File: src/source/csr_defines.svh
`ifndef CSR_DEFINES_SVH
`define CSR_DEFINES_SVH

//////////////////////////////////////////////////////////////////////
// Widths
//////////////////////////////////////////////////////////////////////

`define CSR_XLEN   32  // Data word
`define CSR_ADDR_W 12  // CSR number
`define CSR_CNT_W  64  // mcycle / minstret

//////////////////////////////////////////////////////////////////////
// Reset values, bit positions and masks
//////////////////////////////////////////////////////////////////////

// Writable mie bits: MSIE (3), MTIE (7), MEIE (11)
`define CSR_IRQ_MASK 32'h0000_0888

// MXL=1 (RV32), M (bit 12), I (bit 8), C (bit 2)
`define CSR_MISA_VALUE 32'h4000_1104

`define CSR_MSTATUS_MIE_BIT  3  // Global machine interrupt enable
`define CSR_MSTATUS_MPIE_BIT 7  // Previous MIE, saved on trap entry

`define CSR_MTVEC_RESET 32'h0000_0001  // Base 0, vectored mode

// Implemented inhibit bits: CY (0) and IR (2)
`define CSR_INHIBIT_MASK 32'h0000_0005

`endif

File: src/source/csr_pkg.sv
`default_nettype none

`include "csr_defines.svh"

package csr_pkg;

  // Implemented CSR numbers
  typedef enum logic [`CSR_ADDR_W-1:0] {
    MSTATUS       = 12'h300,
    MISA          = 12'h301,
    MIE           = 12'h304,
    MTVEC         = 12'h305,
    MCOUNTINHIBIT = 12'h320,
    MSCRATCH      = 12'h340,
    MEPC          = 12'h341,
    MCAUSE        = 12'h342,
    MIP           = 12'h344,
    MCYCLE        = 12'hB00,
    MINSTRET      = 12'hB02,
    MCYCLEH       = 12'hB80,
    MINSTRETH     = 12'hB82,
    MVENDORID     = 12'hF11,  // Read-only ID block, bits 11:10 = 2'b11
    MARCHID       = 12'hF12,
    MIMPID        = 12'hF13,
    MHARTID       = 12'hF14
  } csr_num_e;

  // Legal bus write, one cycle wide
  typedef struct packed {
    logic                 valid;
    csr_num_e             num;
    logic [`CSR_XLEN-1:0] data;
  } csr_wreq_t;

  // Command from the core controller
  typedef struct packed {
    logic                 save_cause;    // Trap entry
    logic                 restore_mret;  // MRET
    logic [`CSR_XLEN-1:0] cause;
    logic [`CSR_XLEN-1:0] exc_pc;
  } trap_ctrl_t;

  // Only MIE and MPIE are implemented
  typedef struct packed {
    logic [23:0] zero2;
    logic        mpie;   // Bit 7
    logic [2:0]  zero1;
    logic        mie;    // Bit 3
    logic [2:0]  zero0;
  } mstatus_t;

  typedef struct packed {
    logic        interrupt;       // 1 for interrupts, 0 for exceptions
    logic [22:0] zero0;
    logic [7:0]  exception_code;
  } mcause_t;

  typedef struct packed {
    logic [29:0] base;  // Word aligned handler base
    logic [1:0]  mode;  // 0 direct, 1 vectored
  } mtvec_t;

endpackage

`default_nettype wire

File: src/source/csr_apb_slave.sv
`default_nettype none

`include "csr_defines.svh"

module csr_apb_slave import csr_pkg::*; (
  input  wire logic                   clk,
  input  wire logic                   rst_n,
  // APB side
  input  wire logic                   psel_i,
  input  wire logic                   penable_i,
  input  wire logic                   pwrite_i,
  input  wire logic [`CSR_ADDR_W-1:0] paddr_i,
  input  wire logic [`CSR_XLEN-1:0]   pwdata_i,
  output      logic [`CSR_XLEN-1:0]   prdata_o,
  output      logic                   pready_o,
  output      logic                   pslverr_o,
  // Read mux side
  output      csr_num_e               raddr_o,
  input  wire logic [`CSR_XLEN-1:0]   rdata_i,
  input  wire logic                   unknown_addr_i,
  // To both register banks
  output      csr_wreq_t              wreq_o
);

  logic setup_q;      // Previous cycle was a setup phase
  logic access;       // Valid access phase
  logic ro_addr;      // Bits 11:10 both set
  logic refused;

  //////////////////////////////////////////////////////////////////////
  // Phase tracking
  //////////////////////////////////////////////////////////////////////

  always_ff @(posedge clk or negedge rst_n) begin
    if (!rst_n) begin
      setup_q <= 1'b0;
    end else begin
      setup_q <= psel_i && !penable_i;
    end
  end

  // penable without a setup cycle before it is ignored
  assign access = psel_i && penable_i && setup_q;

  //////////////////////////////////////////////////////////////////////
  // Legality check
  //////////////////////////////////////////////////////////////////////

  assign raddr_o = csr_num_e'(paddr_i);  // Mux decodes the number
  assign ro_addr = (paddr_i[11:10] == 2'b11);

  // Unknown number always refused, read-only number only on writes
  assign refused = unknown_addr_i || (pwrite_i && ro_addr);

  assign pready_o  = 1'b1;                   // No wait states
  assign pslverr_o = access && refused;
  assign prdata_o  = (access && !pwrite_i) ? rdata_i : '0;

  // Write request, fires at the edge that ends the access phase
  always_comb begin
    wreq_o       = '0;
    wreq_o.valid = access && pwrite_i && !refused;
    wreq_o.num   = csr_num_e'(paddr_i);
    wreq_o.data  = pwdata_i;
  end

endmodule

`default_nettype wire

File: src/source/csr_trap_regs.sv
`default_nettype none

`include "csr_defines.svh"

module csr_trap_regs import csr_pkg::*; (
  input  wire logic                 clk,
  input  wire logic                 rst_n,
  input  wire csr_wreq_t            wreq_i,      // Bus write
  input  wire trap_ctrl_t           trap_i,      // Controller command
  output      mstatus_t             mstatus_o,
  output      logic [`CSR_XLEN-1:0] mie_o,
  output      mtvec_t               mtvec_o,
  output      logic [`CSR_XLEN-1:0] mscratch_o,
  output      logic [`CSR_XLEN-1:0] mepc_o,
  output      mcause_t              mcause_o
);

  mstatus_t             mstatus_q, mstatus_n;
  logic [`CSR_XLEN-1:0] mie_q, mie_n;
  mtvec_t               mtvec_q, mtvec_n;
  logic [`CSR_XLEN-1:0] mscratch_q, mscratch_n;
  logic [`CSR_XLEN-1:0] mepc_q, mepc_n;
  mcause_t              mcause_q, mcause_n;
  logic [`CSR_XLEN-1:0] wdata;

  assign wdata = wreq_i.data;

  //////////////////////////////////////////////////////////////////////
  // Next state
  //////////////////////////////////////////////////////////////////////

  always_comb begin
    mstatus_n  = mstatus_q;   // Hold by default
    mie_n      = mie_q;
    mtvec_n    = mtvec_q;
    mscratch_n = mscratch_q;
    mepc_n     = mepc_q;
    mcause_n   = mcause_q;

    // Bus writes, masked to the implemented fields
    if (wreq_i.valid) begin
      case (wreq_i.num)
        MSTATUS: begin
          mstatus_n = '{mie:     wdata[`CSR_MSTATUS_MIE_BIT],
                        mpie:    wdata[`CSR_MSTATUS_MPIE_BIT],
                        default: '0};
        end
        MIE:      mie_n      = wdata & `CSR_IRQ_MASK;
        MTVEC:    mtvec_n    = '{base: wdata[31:2], mode: {1'b0, wdata[0]}};
        MSCRATCH: mscratch_n = wdata;
        MEPC:     mepc_n     = {wdata[31:1], 1'b0};  // Halfword aligned
        MCAUSE: begin
          mcause_n = '{interrupt:      wdata[31],
                       exception_code: wdata[7:0],
                       default:        '0};
        end
        default: ;  // Other numbers live elsewhere
      endcase
    end

    // Controller overrides the bus
    if (trap_i.save_cause) begin
      mstatus_n.mpie = mstatus_q.mie;  // Stack the enable
      mstatus_n.mie  = 1'b0;           // Handler runs with interrupts off
      mepc_n         = {trap_i.exc_pc[31:1], 1'b0};
      mcause_n       = '{interrupt:      trap_i.cause[31],
                         exception_code: trap_i.cause[7:0],
                         default:        '0};
    end else if (trap_i.restore_mret) begin
      mstatus_n.mie  = mstatus_q.mpie;  // Pop the enable
      mstatus_n.mpie = 1'b1;
    end
  end

  //////////////////////////////////////////////////////////////////////
  // Registers
  //////////////////////////////////////////////////////////////////////

  always_ff @(posedge clk or negedge rst_n) begin
    if (!rst_n) begin
      mstatus_q  <= '0;                 // Interrupts disabled
      mie_q      <= '0;
      mtvec_q    <= `CSR_MTVEC_RESET;
      mscratch_q <= '0;
      mepc_q     <= '0;
      mcause_q   <= '0;
    end else begin
      mstatus_q  <= mstatus_n;
      mie_q      <= mie_n;
      mtvec_q    <= mtvec_n;
      mscratch_q <= mscratch_n;
      mepc_q     <= mepc_n;
      mcause_q   <= mcause_n;
    end
  end

  assign mstatus_o  = mstatus_q;
  assign mie_o      = mie_q;
  assign mtvec_o    = mtvec_q;
  assign mscratch_o = mscratch_q;
  assign mepc_o     = mepc_q;
  assign mcause_o   = mcause_q;

endmodule

`default_nettype wire

File: src/source/csr_counters.sv
`default_nettype none

`include "csr_defines.svh"

module csr_counters import csr_pkg::*; (
  input  wire logic                  clk,
  input  wire logic                  rst_n,
  input  wire csr_wreq_t             wreq_i,
  input  wire logic                  instr_ret_i,     // One pulse per retired instruction
  output      logic [`CSR_CNT_W-1:0] mcycle_o,
  output      logic [`CSR_CNT_W-1:0] minstret_o,
  output      logic [`CSR_XLEN-1:0]  mcountinhibit_o
);

  localparam int unsigned CY_IDX = 0;  // Inhibit bit for mcycle
  localparam int unsigned IR_IDX = 2;  // Inhibit bit for minstret

  logic [`CSR_CNT_W-1:0] mcycle_q, minstret_q;
  logic [`CSR_XLEN-1:0]  inhibit_q;

  logic wr_cy_lo, wr_cy_hi;  // Bus writes to mcycle halves
  logic wr_ir_lo, wr_ir_hi;  // Bus writes to minstret halves
  logic wr_inhibit;
  logic inc_cy, inc_ir;

  // Next value of one counter, a bus write replaces the increment
  function automatic logic [`CSR_CNT_W-1:0] cnt_next(
    input logic [`CSR_CNT_W-1:0] q,
    input logic                  wr_lo,
    input logic                  wr_hi,
    input logic                  inc,
    input logic [`CSR_XLEN-1:0]  d
  );
    logic [`CSR_CNT_W-1:0] n;
    n = q;
    if (wr_lo) begin
      n[`CSR_XLEN-1:0] = d;
    end else if (wr_hi) begin
      n[`CSR_CNT_W-1:`CSR_XLEN] = d;
    end else if (inc) begin
      n = q + `CSR_CNT_W'(1);
    end
    return n;
  endfunction

  //////////////////////////////////////////////////////////////////////
  // Write decode and increment enables
  //////////////////////////////////////////////////////////////////////

  assign wr_cy_lo   = wreq_i.valid && (wreq_i.num == MCYCLE);
  assign wr_cy_hi   = wreq_i.valid && (wreq_i.num == MCYCLEH);
  assign wr_ir_lo   = wreq_i.valid && (wreq_i.num == MINSTRET);
  assign wr_ir_hi   = wreq_i.valid && (wreq_i.num == MINSTRETH);
  assign wr_inhibit = wreq_i.valid && (wreq_i.num == MCOUNTINHIBIT);

  assign inc_cy = !inhibit_q[CY_IDX];                 // Every cycle
  assign inc_ir = !inhibit_q[IR_IDX] && instr_ret_i;  // Retired instructions only

  //////////////////////////////////////////////////////////////////////
  // Registers
  //////////////////////////////////////////////////////////////////////

  always_ff @(posedge clk or negedge rst_n) begin
    if (!rst_n) begin
      mcycle_q   <= '0;
      minstret_q <= '0;
      inhibit_q  <= `CSR_INHIBIT_MASK;  // Both counters stopped after reset
    end else begin
      mcycle_q   <= cnt_next(mcycle_q, wr_cy_lo, wr_cy_hi, inc_cy, wreq_i.data);
      minstret_q <= cnt_next(minstret_q, wr_ir_lo, wr_ir_hi, inc_ir, wreq_i.data);
      if (wr_inhibit) begin
        inhibit_q <= wreq_i.data & `CSR_INHIBIT_MASK;
      end
    end
  end

  assign mcycle_o        = mcycle_q;
  assign minstret_o      = minstret_q;
  assign mcountinhibit_o = inhibit_q;

endmodule

`default_nettype wire

File: src/source/csr_read_mux.sv
`default_nettype none

`include "csr_defines.svh"

module csr_read_mux import csr_pkg::*; (
  input  wire csr_num_e              raddr_i,
  // Trap register bank
  input  wire mstatus_t              mstatus_i,
  input  wire logic [`CSR_XLEN-1:0]  mie_i,
  input  wire mtvec_t                mtvec_i,
  input  wire logic [`CSR_XLEN-1:0]  mscratch_i,
  input  wire logic [`CSR_XLEN-1:0]  mepc_i,
  input  wire mcause_t               mcause_i,
  // Counter bank
  input  wire logic [`CSR_CNT_W-1:0] mcycle_i,
  input  wire logic [`CSR_CNT_W-1:0] minstret_i,
  input  wire logic [`CSR_XLEN-1:0]  mcountinhibit_i,
  // Core inputs
  input  wire logic [`CSR_XLEN-1:0]  mip_i,
  input  wire logic [`CSR_XLEN-1:0]  hart_id_i,
  output      logic [`CSR_XLEN-1:0]  rdata_o,
  output      logic                  unknown_addr_o
);

  always_comb begin
    unknown_addr_o = 1'b0;
    case (raddr_i)
      MSTATUS:       rdata_o = mstatus_i;
      MISA:          rdata_o = `CSR_MISA_VALUE;
      MIE:           rdata_o = mie_i;
      MTVEC:         rdata_o = mtvec_i;
      MSCRATCH:      rdata_o = mscratch_i;
      MEPC:          rdata_o = mepc_i;
      MCAUSE:        rdata_o = mcause_i;
      MIP:           rdata_o = mip_i;      // Pending lines straight from the core
      MHARTID:       rdata_o = hart_id_i;
      // Identity registers read as zero
      MVENDORID,
      MARCHID,
      MIMPID:        rdata_o = '0;
      MCOUNTINHIBIT: rdata_o = mcountinhibit_i;
      MCYCLE:        rdata_o = mcycle_i[`CSR_XLEN-1:0];
      MCYCLEH:       rdata_o = mcycle_i[`CSR_CNT_W-1:`CSR_XLEN];
      MINSTRET:      rdata_o = minstret_i[`CSR_XLEN-1:0];
      MINSTRETH:     rdata_o = minstret_i[`CSR_CNT_W-1:`CSR_XLEN];
      default: begin
        rdata_o        = '0;    // Unimplemented number
        unknown_addr_o = 1'b1;  // Slave turns this into pslverr
      end
    endcase
  end

endmodule

`default_nettype wire

File: src/source/csr_top.sv
`default_nettype none

`include "csr_defines.svh"

module csr_top import csr_pkg::*; (
  input  wire logic                   clk,
  input  wire logic                   rst_n,
  // APB
  input  wire logic [`CSR_ADDR_W-1:0] paddr_i,
  input  wire logic                   psel_i,
  input  wire logic                   penable_i,
  input  wire logic                   pwrite_i,
  input  wire logic [`CSR_XLEN-1:0]   pwdata_i,
  output      logic [`CSR_XLEN-1:0]   prdata_o,
  output      logic                   pready_o,
  output      logic                   pslverr_o,
  // Core
  input  wire trap_ctrl_t             trap_i,
  input  wire logic                   instr_ret_i,
  input  wire logic [`CSR_XLEN-1:0]   mip_i,
  input  wire logic [`CSR_XLEN-1:0]   hart_id_i,
  output      logic                   m_irq_enable_o,
  output      logic [`CSR_XLEN-1:0]   mie_o,
  output      mtvec_t                 mtvec_o,
  output      logic [`CSR_XLEN-1:0]   mepc_o
);

  csr_wreq_t             wreq;
  csr_num_e              raddr;
  logic [`CSR_XLEN-1:0]  rdata;
  logic                  unknown_addr;
  mstatus_t              mstatus;
  logic [`CSR_XLEN-1:0]  mscratch;
  mcause_t               mcause;
  logic [`CSR_CNT_W-1:0] mcycle, minstret;
  logic [`CSR_XLEN-1:0]  mcountinhibit;

  assign m_irq_enable_o = mstatus.mie;

  csr_apb_slave u_apb (
    .clk, .rst_n, .psel_i, .penable_i, .pwrite_i, .paddr_i, .pwdata_i,
    .prdata_o, .pready_o, .pslverr_o,
    .raddr_o (raddr), .rdata_i (rdata), .unknown_addr_i (unknown_addr),
    .wreq_o (wreq)
  );

  csr_trap_regs u_trap (
    .clk, .rst_n, .wreq_i (wreq), .trap_i,
    .mstatus_o (mstatus), .mie_o, .mtvec_o, .mscratch_o (mscratch),
    .mepc_o, .mcause_o (mcause)
  );

  csr_counters u_cnt (
    .clk, .rst_n, .wreq_i (wreq), .instr_ret_i,
    .mcycle_o (mcycle), .minstret_o (minstret), .mcountinhibit_o (mcountinhibit)
  );

  csr_read_mux u_rmux (
    .raddr_i (raddr), .mstatus_i (mstatus), .mie_i (mie_o), .mtvec_i (mtvec_o),
    .mscratch_i (mscratch), .mepc_i (mepc_o), .mcause_i (mcause),
    .mcycle_i (mcycle), .minstret_i (minstret), .mcountinhibit_i (mcountinhibit),
    .mip_i, .hart_id_i, .rdata_o (rdata), .unknown_addr_o (unknown_addr)
  );

endmodule

`default_nettype wire

File: config.mk
export PLATFORM = sky130hd
export DESIGN_NAME = csr_top
export DESIGN_NICKNAME = d
export VERILOG_FILES = /design/src/source/csr_pkg.sv /design/src/source/csr_apb_slave.sv /design/src/source/csr_trap_regs.sv /design/src/source/csr_counters.sv /design/src/source/csr_read_mux.sv /design/src/source/csr_top.sv
export VERILOG_INCLUDE_DIRS = /design/src /design/src/source
export SDC_FILE = /design/constraint.sdc
export NUM_CORES = 1
export LEC_CHECK = 0
export BUFFER_PORTS_ARGS = -buffer_cell sky130_fd_sc_hd__buf_4
export CORE_UTILIZATION = 52
export CTS_BUF_LIST = sky130_fd_sc_hd__clkbuf_4
export CTS_CLUSTER_DIAMETER = 120
export DETAILED_ROUTE_END_ITERATION = 10
export PLACE_DENSITY_LB_ADDON = 0.05
export SYNTH_ARGS = -nofsm -noshare
export SYNTH_HDL_FRONTEND = slang
export SYNTH_SLANG_ARGS = --single-unit
File: constraint.sdc
create_clock -name clk -period 3.1 [get_ports clk]
set_input_delay 0.62 -clock clk [delete_from_list [all_inputs] [get_ports clk]]
set_output_delay 0.62 -clock clk [all_outputs]
set_load 0.02 [all_outputs]
==> results.sh, run 1 <==
export IMPL_r2r_start="u_cnt.minstret_o[6]$_DFFE_PN0P_"
export IMPL_r2r_end="u_cnt.minstret_o[49]$_DFFE_PN0P_"
export IMPL_slowest_delay_ns=0.58
export IMPL_arrival_ns=2.65
export IMPL_io_buffers=254
export IMPL_final_util_pct=73.4
export IMPL_max_freq_ghz=0.305
export IMPL_ioPinCount=311
export IMPL_worst_path_max_delay_cell="sky130_fd_sc_hd__or4bb_4"
export IMPL_final_min_period_over_clock_period_pct=106
export IMPL_rsz_0062_raised_after_global_routing="true"
export IMPL_cp_num_buf_inv=5
export IMPL_worstSetupEndpoint="prdata_o[4]"
export IMPL_critPathLaunch="paddr_i[10]"
export IMPL_synth_top_flop_cell="sky130_fd_sc_hd__dfrtp_1"
export IMPL_globalRouteOverflowTotal=0
export IMPL_final_design_area_no_fill_um2=20600
export IMPL_global_route_wire_length_before_repair_mm=97.3
export IMPL_reg2regPathDepth=7
export IMPL_wirelength_mm=66.6
export IMPL_clock_tree_htree_level_count=3
export IMPL_synth_ff_latch_count=239
export IMPL_drt_first_pass_iters=8
export IMPL_max_cap_violations=0
export IMPL_skew_ns=0.0541
export IMPL_worstHoldPathType="in -> reg"
export IMPL_power_density_cell_area_nw_per_um2=380
export IMPL_area_growth_synth_to_final_pct=37.6
export IMPL_design_final_nets=2251
export IMPL_vertical_die_dimension_um=172
export IMPL_tritoncts="yes"
export IMPL_numCtsBuffers=71
export IMPL_num_vias=16700
export IMPL_synth_edff_count=0
export IMPL_outcome="finished with violations"
export IMPL_track_usage_pct=45.1
export IMPL_p_leak_nw=8.62
export IMPL_worst_setup_hold_path_clk_slew_ns=0.06
export IMPL_crit_path_cell_trace="buf_6, or4bb_4, or2_4, buf_6, nor2_4, buf_4, a221oi_1, buf_4, a31oi_4, buf_4"
export IMPL_maxSlewViolCount=0
export IMPL_vias_per_cell=6.72
export IMPL_cts_buffer_depth=3
export IMPL_post_route_worst_setup_slack_ns=-0.175
export IMPL_avgSynthCellArea_um2=9.00
export IMPL_floorplan_rows=61
export IMPL_reg2reg_setup_slack_ns=0.27
export IMPL_violations="negative setup slack"
export IMPL_timing_critical_path_fanout_max=6
export IMPL_yosysSeqAreaShare_pct=40.0
export IMPL_area_inside_the_core_boundary_um2=28000
export IMPL_route_detailed_wl_per_inst_um=26.7
export IMPL_ctsRootBufferMaster="sky130_fd_sc_hd__clkbuf_4"
export IMPL_place_area_um2=19000
export IMPL_worstSetupPathDepth=10
export IMPL_tns_ns=-4.09
export IMPL_cpLargestDelayFamily="simple AND/OR/NAND/NOR gates"
export IMPL_maxSlewHeadroom_pct=39.3
export IMPL_synth_cells=1660
export IMPL_fp_dieArea_um2=29400
export IMPL_hold_viol=0
export IMPL_critical_path_class="in -> out"
export IMPL_globalplace_congestion=0.982
export IMPL_dr_first_iter_drc_count=2395
export IMPL_syn_cell_area_um2=14900
export IMPL_ir_worst_vdd_mv=0.292
export IMPL_yosys_warnings=0
export IMPL_clk_insertion_delay_late_ns=0.73
export IMPL_detailed_place_hpwl_mm=48.2
export IMPL_number_of_sinks_driven_by_the_clock_tree=239
export IMPL_antenna_violating_nets_post_route=0
export IMPL_cp_data_required_time_ns=2.48
export IMPL_timing_worst_slew_pin_value_ns=0.911
export IMPL_worstSetupStartpointType="input pin"
export IMPL_grt_max_degree=91
export IMPL_die_x_extent_um=172
export IMPL_post_route_drc_count=0
export IMPL_crit_top_cell="sky130_fd_sc_hd__buf_4"
export IMPL_finalSetupViolCount=32
export IMPL_final_period_minus_worst_setup_slack_ns=3.27
export IMPL_initial_utilization_pct=53.4
export IMPL_final_layout_size_suffix_gt1_share_pct=35.3
export IMPL_antenna_found_initial=4
export IMPL_first_global_vias=16100
export IMPL_finalHoldWorstSlack_ns=0.0731
export IMPL_postSynth_asyncResetShare_pct=100
export IMPL_synth_cell_types=82
export IMPL_category_of_the_worst_setup_path_capture_point="output pin"
==> layout make-up <==
cell class              count  area (um^2)
diodes                      2         5.00
clock buffers             104          781
clock inverters            10          146
fillers                  2138         7450
inverters                   7         26.3
multi-input cells        1291         9100
flip-flops and latches    239         5980
well taps                 378          473
repair buffers            459         4050
==> per-layer routing <==
| layer | global-route usage (%) | up-vias | part of all wire, % |
|---|---|---|---|
| li1 | - | 7132 | - |
| met1 | 59.0 | 8068 | 37 |
| met2 | 67.2 | 1241 | 44 |
| met3 | 12.4 | 289 | 12 |
| met4 | 25.6 | 4 | 6.1 |
| met5 | 0 | - | 0.039 |
==> where the power goes <==
| group | total, mW | leakage (nW) | switching, mW | internal (mW) |
|---|---|---|---|---|
| combinational | 0.972 | 4.98 | 0.571 | 0.402 |
| clock | 3.32 | 0.546 | 1.47 | 1.85 |
| sequential | 3.52 | 3.10 | 0.243 | 3.28 |
==> flip-flops by register name, indices dropped and copies added (netlist names) <==
signal	cells
u_trap.mstatus_o	2
u_apb.setup_q	1
u_trap.mepc_o	31
u_trap.mtvec_o	31
u_cnt.mcountinhibit_o	2
u_trap.mie_o	3
u_cnt.mcycle_o	64
u_trap.mcause_o	9
u_trap.mscratch_o	32
u_cnt.minstret_o	64
==> timing repair <==
action | 4_1_cts | 5_1_grt
resized for setup | 47 | 51
gates cloned | 3 | 2
pin swaps | 11 | 40
endpoints found under the setup margin | 32 | 32
setup buffers | 5 | 10
hold endpoints to repair | 84 | 0
hold buffers | 1 | 0
==> Yosys cell counts (4+ instances only) <==
| cell type | n | area [um^2] |
|---|---|---|
| sky130_fd_sc_hd__dfrtp_1 | 236 | 5910 |
| sky130_fd_sc_hd__nand2_1 | 193 | 724 |
| sky130_fd_sc_hd__o21ai_0 | 127 | 636 |
| sky130_fd_sc_hd__nor2_1 | 83 | 312 |
| sky130_fd_sc_hd__clkbuf_1 | 82 | 308 |
| sky130_fd_sc_hd__a21oi_1 | 79 | 395 |
| sky130_fd_sc_hd__mux2_2 | 72 | 811 |
| sky130_fd_sc_hd__nand3_1 | 63 | 315 |
| sky130_fd_sc_hd__a22oi_1 | 56 | 420 |
| sky130_fd_sc_hd__mux2i_1 | 50 | 500 |
| sky130_fd_sc_hd__nand4_1 | 46 | 288 |
| sky130_fd_sc_hd__a31oi_1 | 44 | 275 |
| sky130_fd_sc_hd__nor3_1 | 39 | 195 |
| sky130_fd_sc_hd__a22o_1 | 37 | 324 |
| sky130_fd_sc_hd__a221oi_1 | 32 | 280 |
| sky130_fd_sc_hd__buf_4 | 32 | 240 |
| sky130_fd_sc_hd__and3_1 | 31 | 194 |
| sky130_fd_sc_hd__nor4_1 | 31 | 194 |
| sky130_fd_sc_hd__xor2_1 | 30 | 263 |
| sky130_fd_sc_hd__xnor2_1 | 27 | 236 |
| sky130_fd_sc_hd__buf_2 | 23 | 115 |
| sky130_fd_sc_hd__and4_1 | 19 | 166 |
| sky130_fd_sc_hd__a222oi_1 | 15 | 150 |
| sky130_fd_sc_hd__and2_1 | 15 | 93.8 |
| sky130_fd_sc_hd__buf_1 | 15 | 56.3 |
| sky130_fd_sc_hd__a221o_1 | 12 | 120 |
| sky130_fd_sc_hd__a211oi_1 | 10 | 75.1 |
| sky130_fd_sc_hd__or3_1 | 10 | 62.6 |
| sky130_fd_sc_hd__o22ai_1 | 9 | 56.3 |
| sky130_fd_sc_hd__or4_1 | 9 | 67.6 |
| sky130_fd_sc_hd__a21o_1 | 8 | 60.1 |
| sky130_fd_sc_hd__inv_1 | 7 | 26.3 |
| sky130_fd_sc_hd__o211ai_1 | 7 | 52.6 |
| sky130_fd_sc_hd__nand2b_1 | 6 | 37.5 |
| sky130_fd_sc_hd__nor2b_1 | 6 | 37.5 |
| sky130_fd_sc_hd__o311ai_0 | 6 | 52.6 |
| sky130_fd_sc_hd__o31ai_1 | 6 | 45.0 |
| sky130_fd_sc_hd__nand4b_1 | 5 | 43.8 |
| sky130_fd_sc_hd__nor4b_1 | 5 | 43.8 |
| sky130_fd_sc_hd__or2_2 | 5 | 31.3 |
| sky130_fd_sc_hd__a2bb2oi_1 | 4 | 35.0 |
| sky130_fd_sc_hd__a311oi_1 | 4 | 35.0 |
==> through the flow <==
stage | cells | total power, mW | setup WS (ns)
2_1_floorplan | 1690 | 3.91 | -0.0301
3_3_place_gp | 2354 | 4.46 | -0.261
3_5_place_dp | 2354 | 4.48 | -0.277
4_1_cts | 2477 | 7.77 | -0.184
5_1_grt | 2489 | 8.06 | -0.194
6_report | 2490 | 7.81 | -0.175
==> placed cells by master (no fill, tap or decap), drive strengths merged, types with 31 or more instances in the layout <==
cell / Yosys / layout
mux2: 72 / 72
a221oi: 32 / 32
nor3: 42 / 42
conb: 2 / 32
nor4: 35 / 35
a21oi: 79 / 79
nor2: 83 / 83
a22o: 37 / 37
clkbuf: 82 / 106
and3: 31 / 31
nand4: 46 / 46
a22oi: 56 / 56
nand3: 64 / 64
o21ai: 130 / 130
mux2i: 50 / 50
dfrtp: 236 / 236
nand2: 193 / 193
buf: 71 / 456
a31oi: 44 / 44
==> worst min-delay path by stage <==
stage,end,slack [ns],depth (start not counted),from
after floorplan,u_apb.setup_q$_DFF_PN0_,0.32,0,rst_n
after detailed placement,u_trap.mscratch_o[29]$_DFFE_PN0P_,0.49,1,u_trap.mscratch_o[29]$_DFFE_PN0P_
after CTS,u_apb.setup_q$_DFF_PN0_,0.03,2,penable_i
final,u_apb.setup_q$_DFF_PN0_,0.07,2,penable_i
after global routing,u_apb.setup_q$_DFF_PN0_,0.06,2,penable_i
after global placement,u_trap.mscratch_o[28]$_DFFE_PN0P_,0.49,1,u_trap.mscratch_o[28]$_DFFE_PN0P_
==> cell families (layout without fill, tap and decap cells) <==
logic type,Yosys count,after routing,share of synthesized area (%)
AO/OA/AOI/OAI,487,487,22.0
flip-flops,239,239,40.0
buffers and inverters,160,580,5.06
adder cells (fa/ha/maj),3,3,0.234
AND/OR/NAND/NOR,590,590,20.5
other,2,34,0.0502
XOR/XNOR,57,57,3.34
multiplexers,122,122,8.77
(Power assumes the default switching activity.)
==> run 2: changes to the inputs <==
- PLACE_DENSITY: unset -> 0.8
- PLACE_DENSITY_LB_ADDON: 0.05 -> unset
- SKIP_CTS_REPAIR_TIMING: unset -> 1
==> results.sh, run 2 (synthesis results as in run 1) <==
export IMPL_track_usage_pct=43.7
export IMPL_design_final_nets=2240
export IMPL_rsz_0062_raised_after_global_routing="true"
export IMPL_antenna_found_initial=1
export IMPL_ctsRootBufferMaster="sky130_fd_sc_hd__clkbuf_4"
export IMPL_clock_tree_htree_level_count=3
export IMPL_violations="negative setup slack"
export IMPL_timing_critical_path_fanout_max=6
export IMPL_finalSetupViolCount=32
export IMPL_grt_max_degree=87
export IMPL_number_of_sinks_driven_by_the_clock_tree=239
export IMPL_area_inside_the_core_boundary_um2=28000
export IMPL_post_route_drc_count=0
export IMPL_max_cap_violations=0
export IMPL_seq_power_share_pct=47.2
export IMPL_cp_num_buf_inv=4
export IMPL_crit_path_cell_trace="buf_6, buf_6, or4_4, nor3_4, buf_6, a22o_1, a221o_1, a221oi_2, a31oi_2, buf_4"
export IMPL_antenna_violating_nets_post_route=0
export IMPL_vertical_die_dimension_um=172
export IMPL_share_comb_of_total_power_pct=13.0
export IMPL_final_util_pct=72.6
export IMPL_crit_top_cell="sky130_fd_sc_hd__buf_6"
export IMPL_outcome="finished with violations"
export IMPL_num_vias=16900
export IMPL_skew_ns=0.0411
export IMPL_category_of_the_worst_setup_path_capture_point="output pin"
export IMPL_area_growth_synth_to_final_pct=36.1
export IMPL_maxSlewHeadroom_pct=42.7
export IMPL_tritoncts="yes"
export IMPL_floorplan_rows=61
export IMPL_final_period_minus_worst_setup_slack_ns=3.33
export IMPL_cts_buffer_depth=3
export IMPL_mostFrequentLayoutCells="sky130_fd_sc_hd__buf_4, sky130_fd_sc_hd__dfrtp_1, sky130_fd_sc_hd__nand2_1"
export IMPL_worst_setup_hold_path_clk_slew_ns=0.06
export IMPL_route_detailed_wl_per_inst_um=26.6
export IMPL_vias_per_cell=6.81
export IMPL_maxSlewViolCount=0
export IMPL_globalplace_congestion=0.988
export IMPL_wirelength_mm=66.0
export IMPL_p_leak_nw=8.52
export IMPL_mostFrequentLayoutCell="sky130_fd_sc_hd__buf_4"
export IMPL_fp_dieArea_um2=29400
export IMPL_intPower_mw=5.17
export IMPL_detailed_place_hpwl_mm=47.9
export IMPL_finalHoldWorstSlack_ns=0.0608
export IMPL_ir_worst_vdd_mv=0.231
export IMPL_ioPinCount=311
export IMPL_post_route_worst_setup_slack_ns=-0.226
export IMPL_max_freq_ghz=0.301
export IMPL_dp_slack_ns=-0.306
export IMPL_cpLargestDelayFamily="simple AND/OR/NAND/NOR gates"
export IMPL_numCtsBuffers=68
export IMPL_final_min_period_over_clock_period_pct=107
export IMPL_final_layout_size_suffix_gt1_share_pct=34.8
export IMPL_slowest_delay_ns=0.57
export IMPL_cp_data_required_time_ns=2.48
export IMPL_netSwitchingFraction_pct=30.7
export IMPL_clk_insertion_delay_late_ns=0.75
export IMPL_globalRouteOverflowTotal=0
export IMPL_worst_path_max_delay_cell="sky130_fd_sc_hd__or4_4"
export IMPL_switching_power_mw=2.29
export IMPL_drt_first_pass_iters=7
export IMPL_timing_worst_slew_pin_value_ns=0.853
export IMPL_worstHoldPathType="in -> reg"
export IMPL_global_route_wire_length_before_repair_mm=94.5
export IMPL_first_global_vias=15900
export IMPL_worstSetupStartpointType="input pin"
export IMPL_io_buffers=254
export IMPL_die_x_extent_um=172
export IMPL_arrival_ns=2.71
export IMPL_p_clk_share_pct=39.7
export IMPL_hold_viol=0
export IMPL_critical_path_class="in -> out"
export IMPL_dr_first_iter_drc_count=2659
export IMPL_initial_utilization_pct=53.4
export IMPL_power_density_cell_area_nw_per_um2=367
run 2: metrics by stage:
stage / std cells / total power, mW / area [um^2] / TNS [ns]
6_report: 2481 / 7.46 / 20300 / -4.99
5_1_grt: 2481 / 7.72 / 20300 / -5.19
4_1_cts: 2466 / 7.42 / 19700 / -7.83
3_5_place_dp: 2352 / 4.50 / 18900 / -7.85
3_3_place_gp: 2352 / 4.47 / 18900 / -7.53
2_1_floorplan: 1690 / 3.91 / 15700 / -0.871
run 2: final timing paths:
kind | startpoint | end | slack [ns] | cells past startpoint
hold / removal | penable_i | u_apb.setup_q$_DFF_PN0_ | 0.06 | 2
max in group asynchronous | rst_n | u_cnt.mcycle_o[57]$_DFFE_PN0P_ | 1.74 | 3
min in group asynchronous | rst_n | u_trap.mtvec_o[3]$_DFFE_PN0P_ | 0.48 | 2
setup / recovery | paddr_i[6] | prdata_o[0] | -0.23 | 10
hold reg to reg | u_trap.mscratch_o[8]$_DFFE_PN0P_ | u_trap.mscratch_o[8]$_DFFE_PN0P_ | 0.51 | 1
setup reg to reg | u_cnt.minstret_o[6]$_DFFE_PN0P_ | u_cnt.minstret_o[49]$_DFFE_PN0P_ | 0.21 | 7
run 2: power by group through the flow:
stage | clock [mW] | sequential, mW | combinational (mW)
6_report | 2.96 | 3.53 | 0.973
5_1_grt | 3.14 | 3.54 | 1.04
4_1_cts | 2.98 | 3.51 | 0.934
3_5_place_dp | 0 | 3.57 | 0.931
3_3_place_gp | 0 | 3.56 | 0.912
2_1_floorplan | 0 | 3.52 | 0.399
run 2: layer usage:
metal	up-vias	track usage (%)	part of all wire (%)
li1	7110	-	-
met1	8147	56.9	38
met2	1350	66.9	45
met3	294	12.0	12
met4	0	21.1	5.6
met5	-	0	0
run 2: area by class of cell:
cell class	count	area, um^2
antenna	1	2.50
clock buffer	95	713
clock inverter	19	110
fill	2129	7680
inverter	7	26.3
multi-input combinational	1291	9070
sequential	239	5980
tap	378	473
timing repair buffer	451	3960
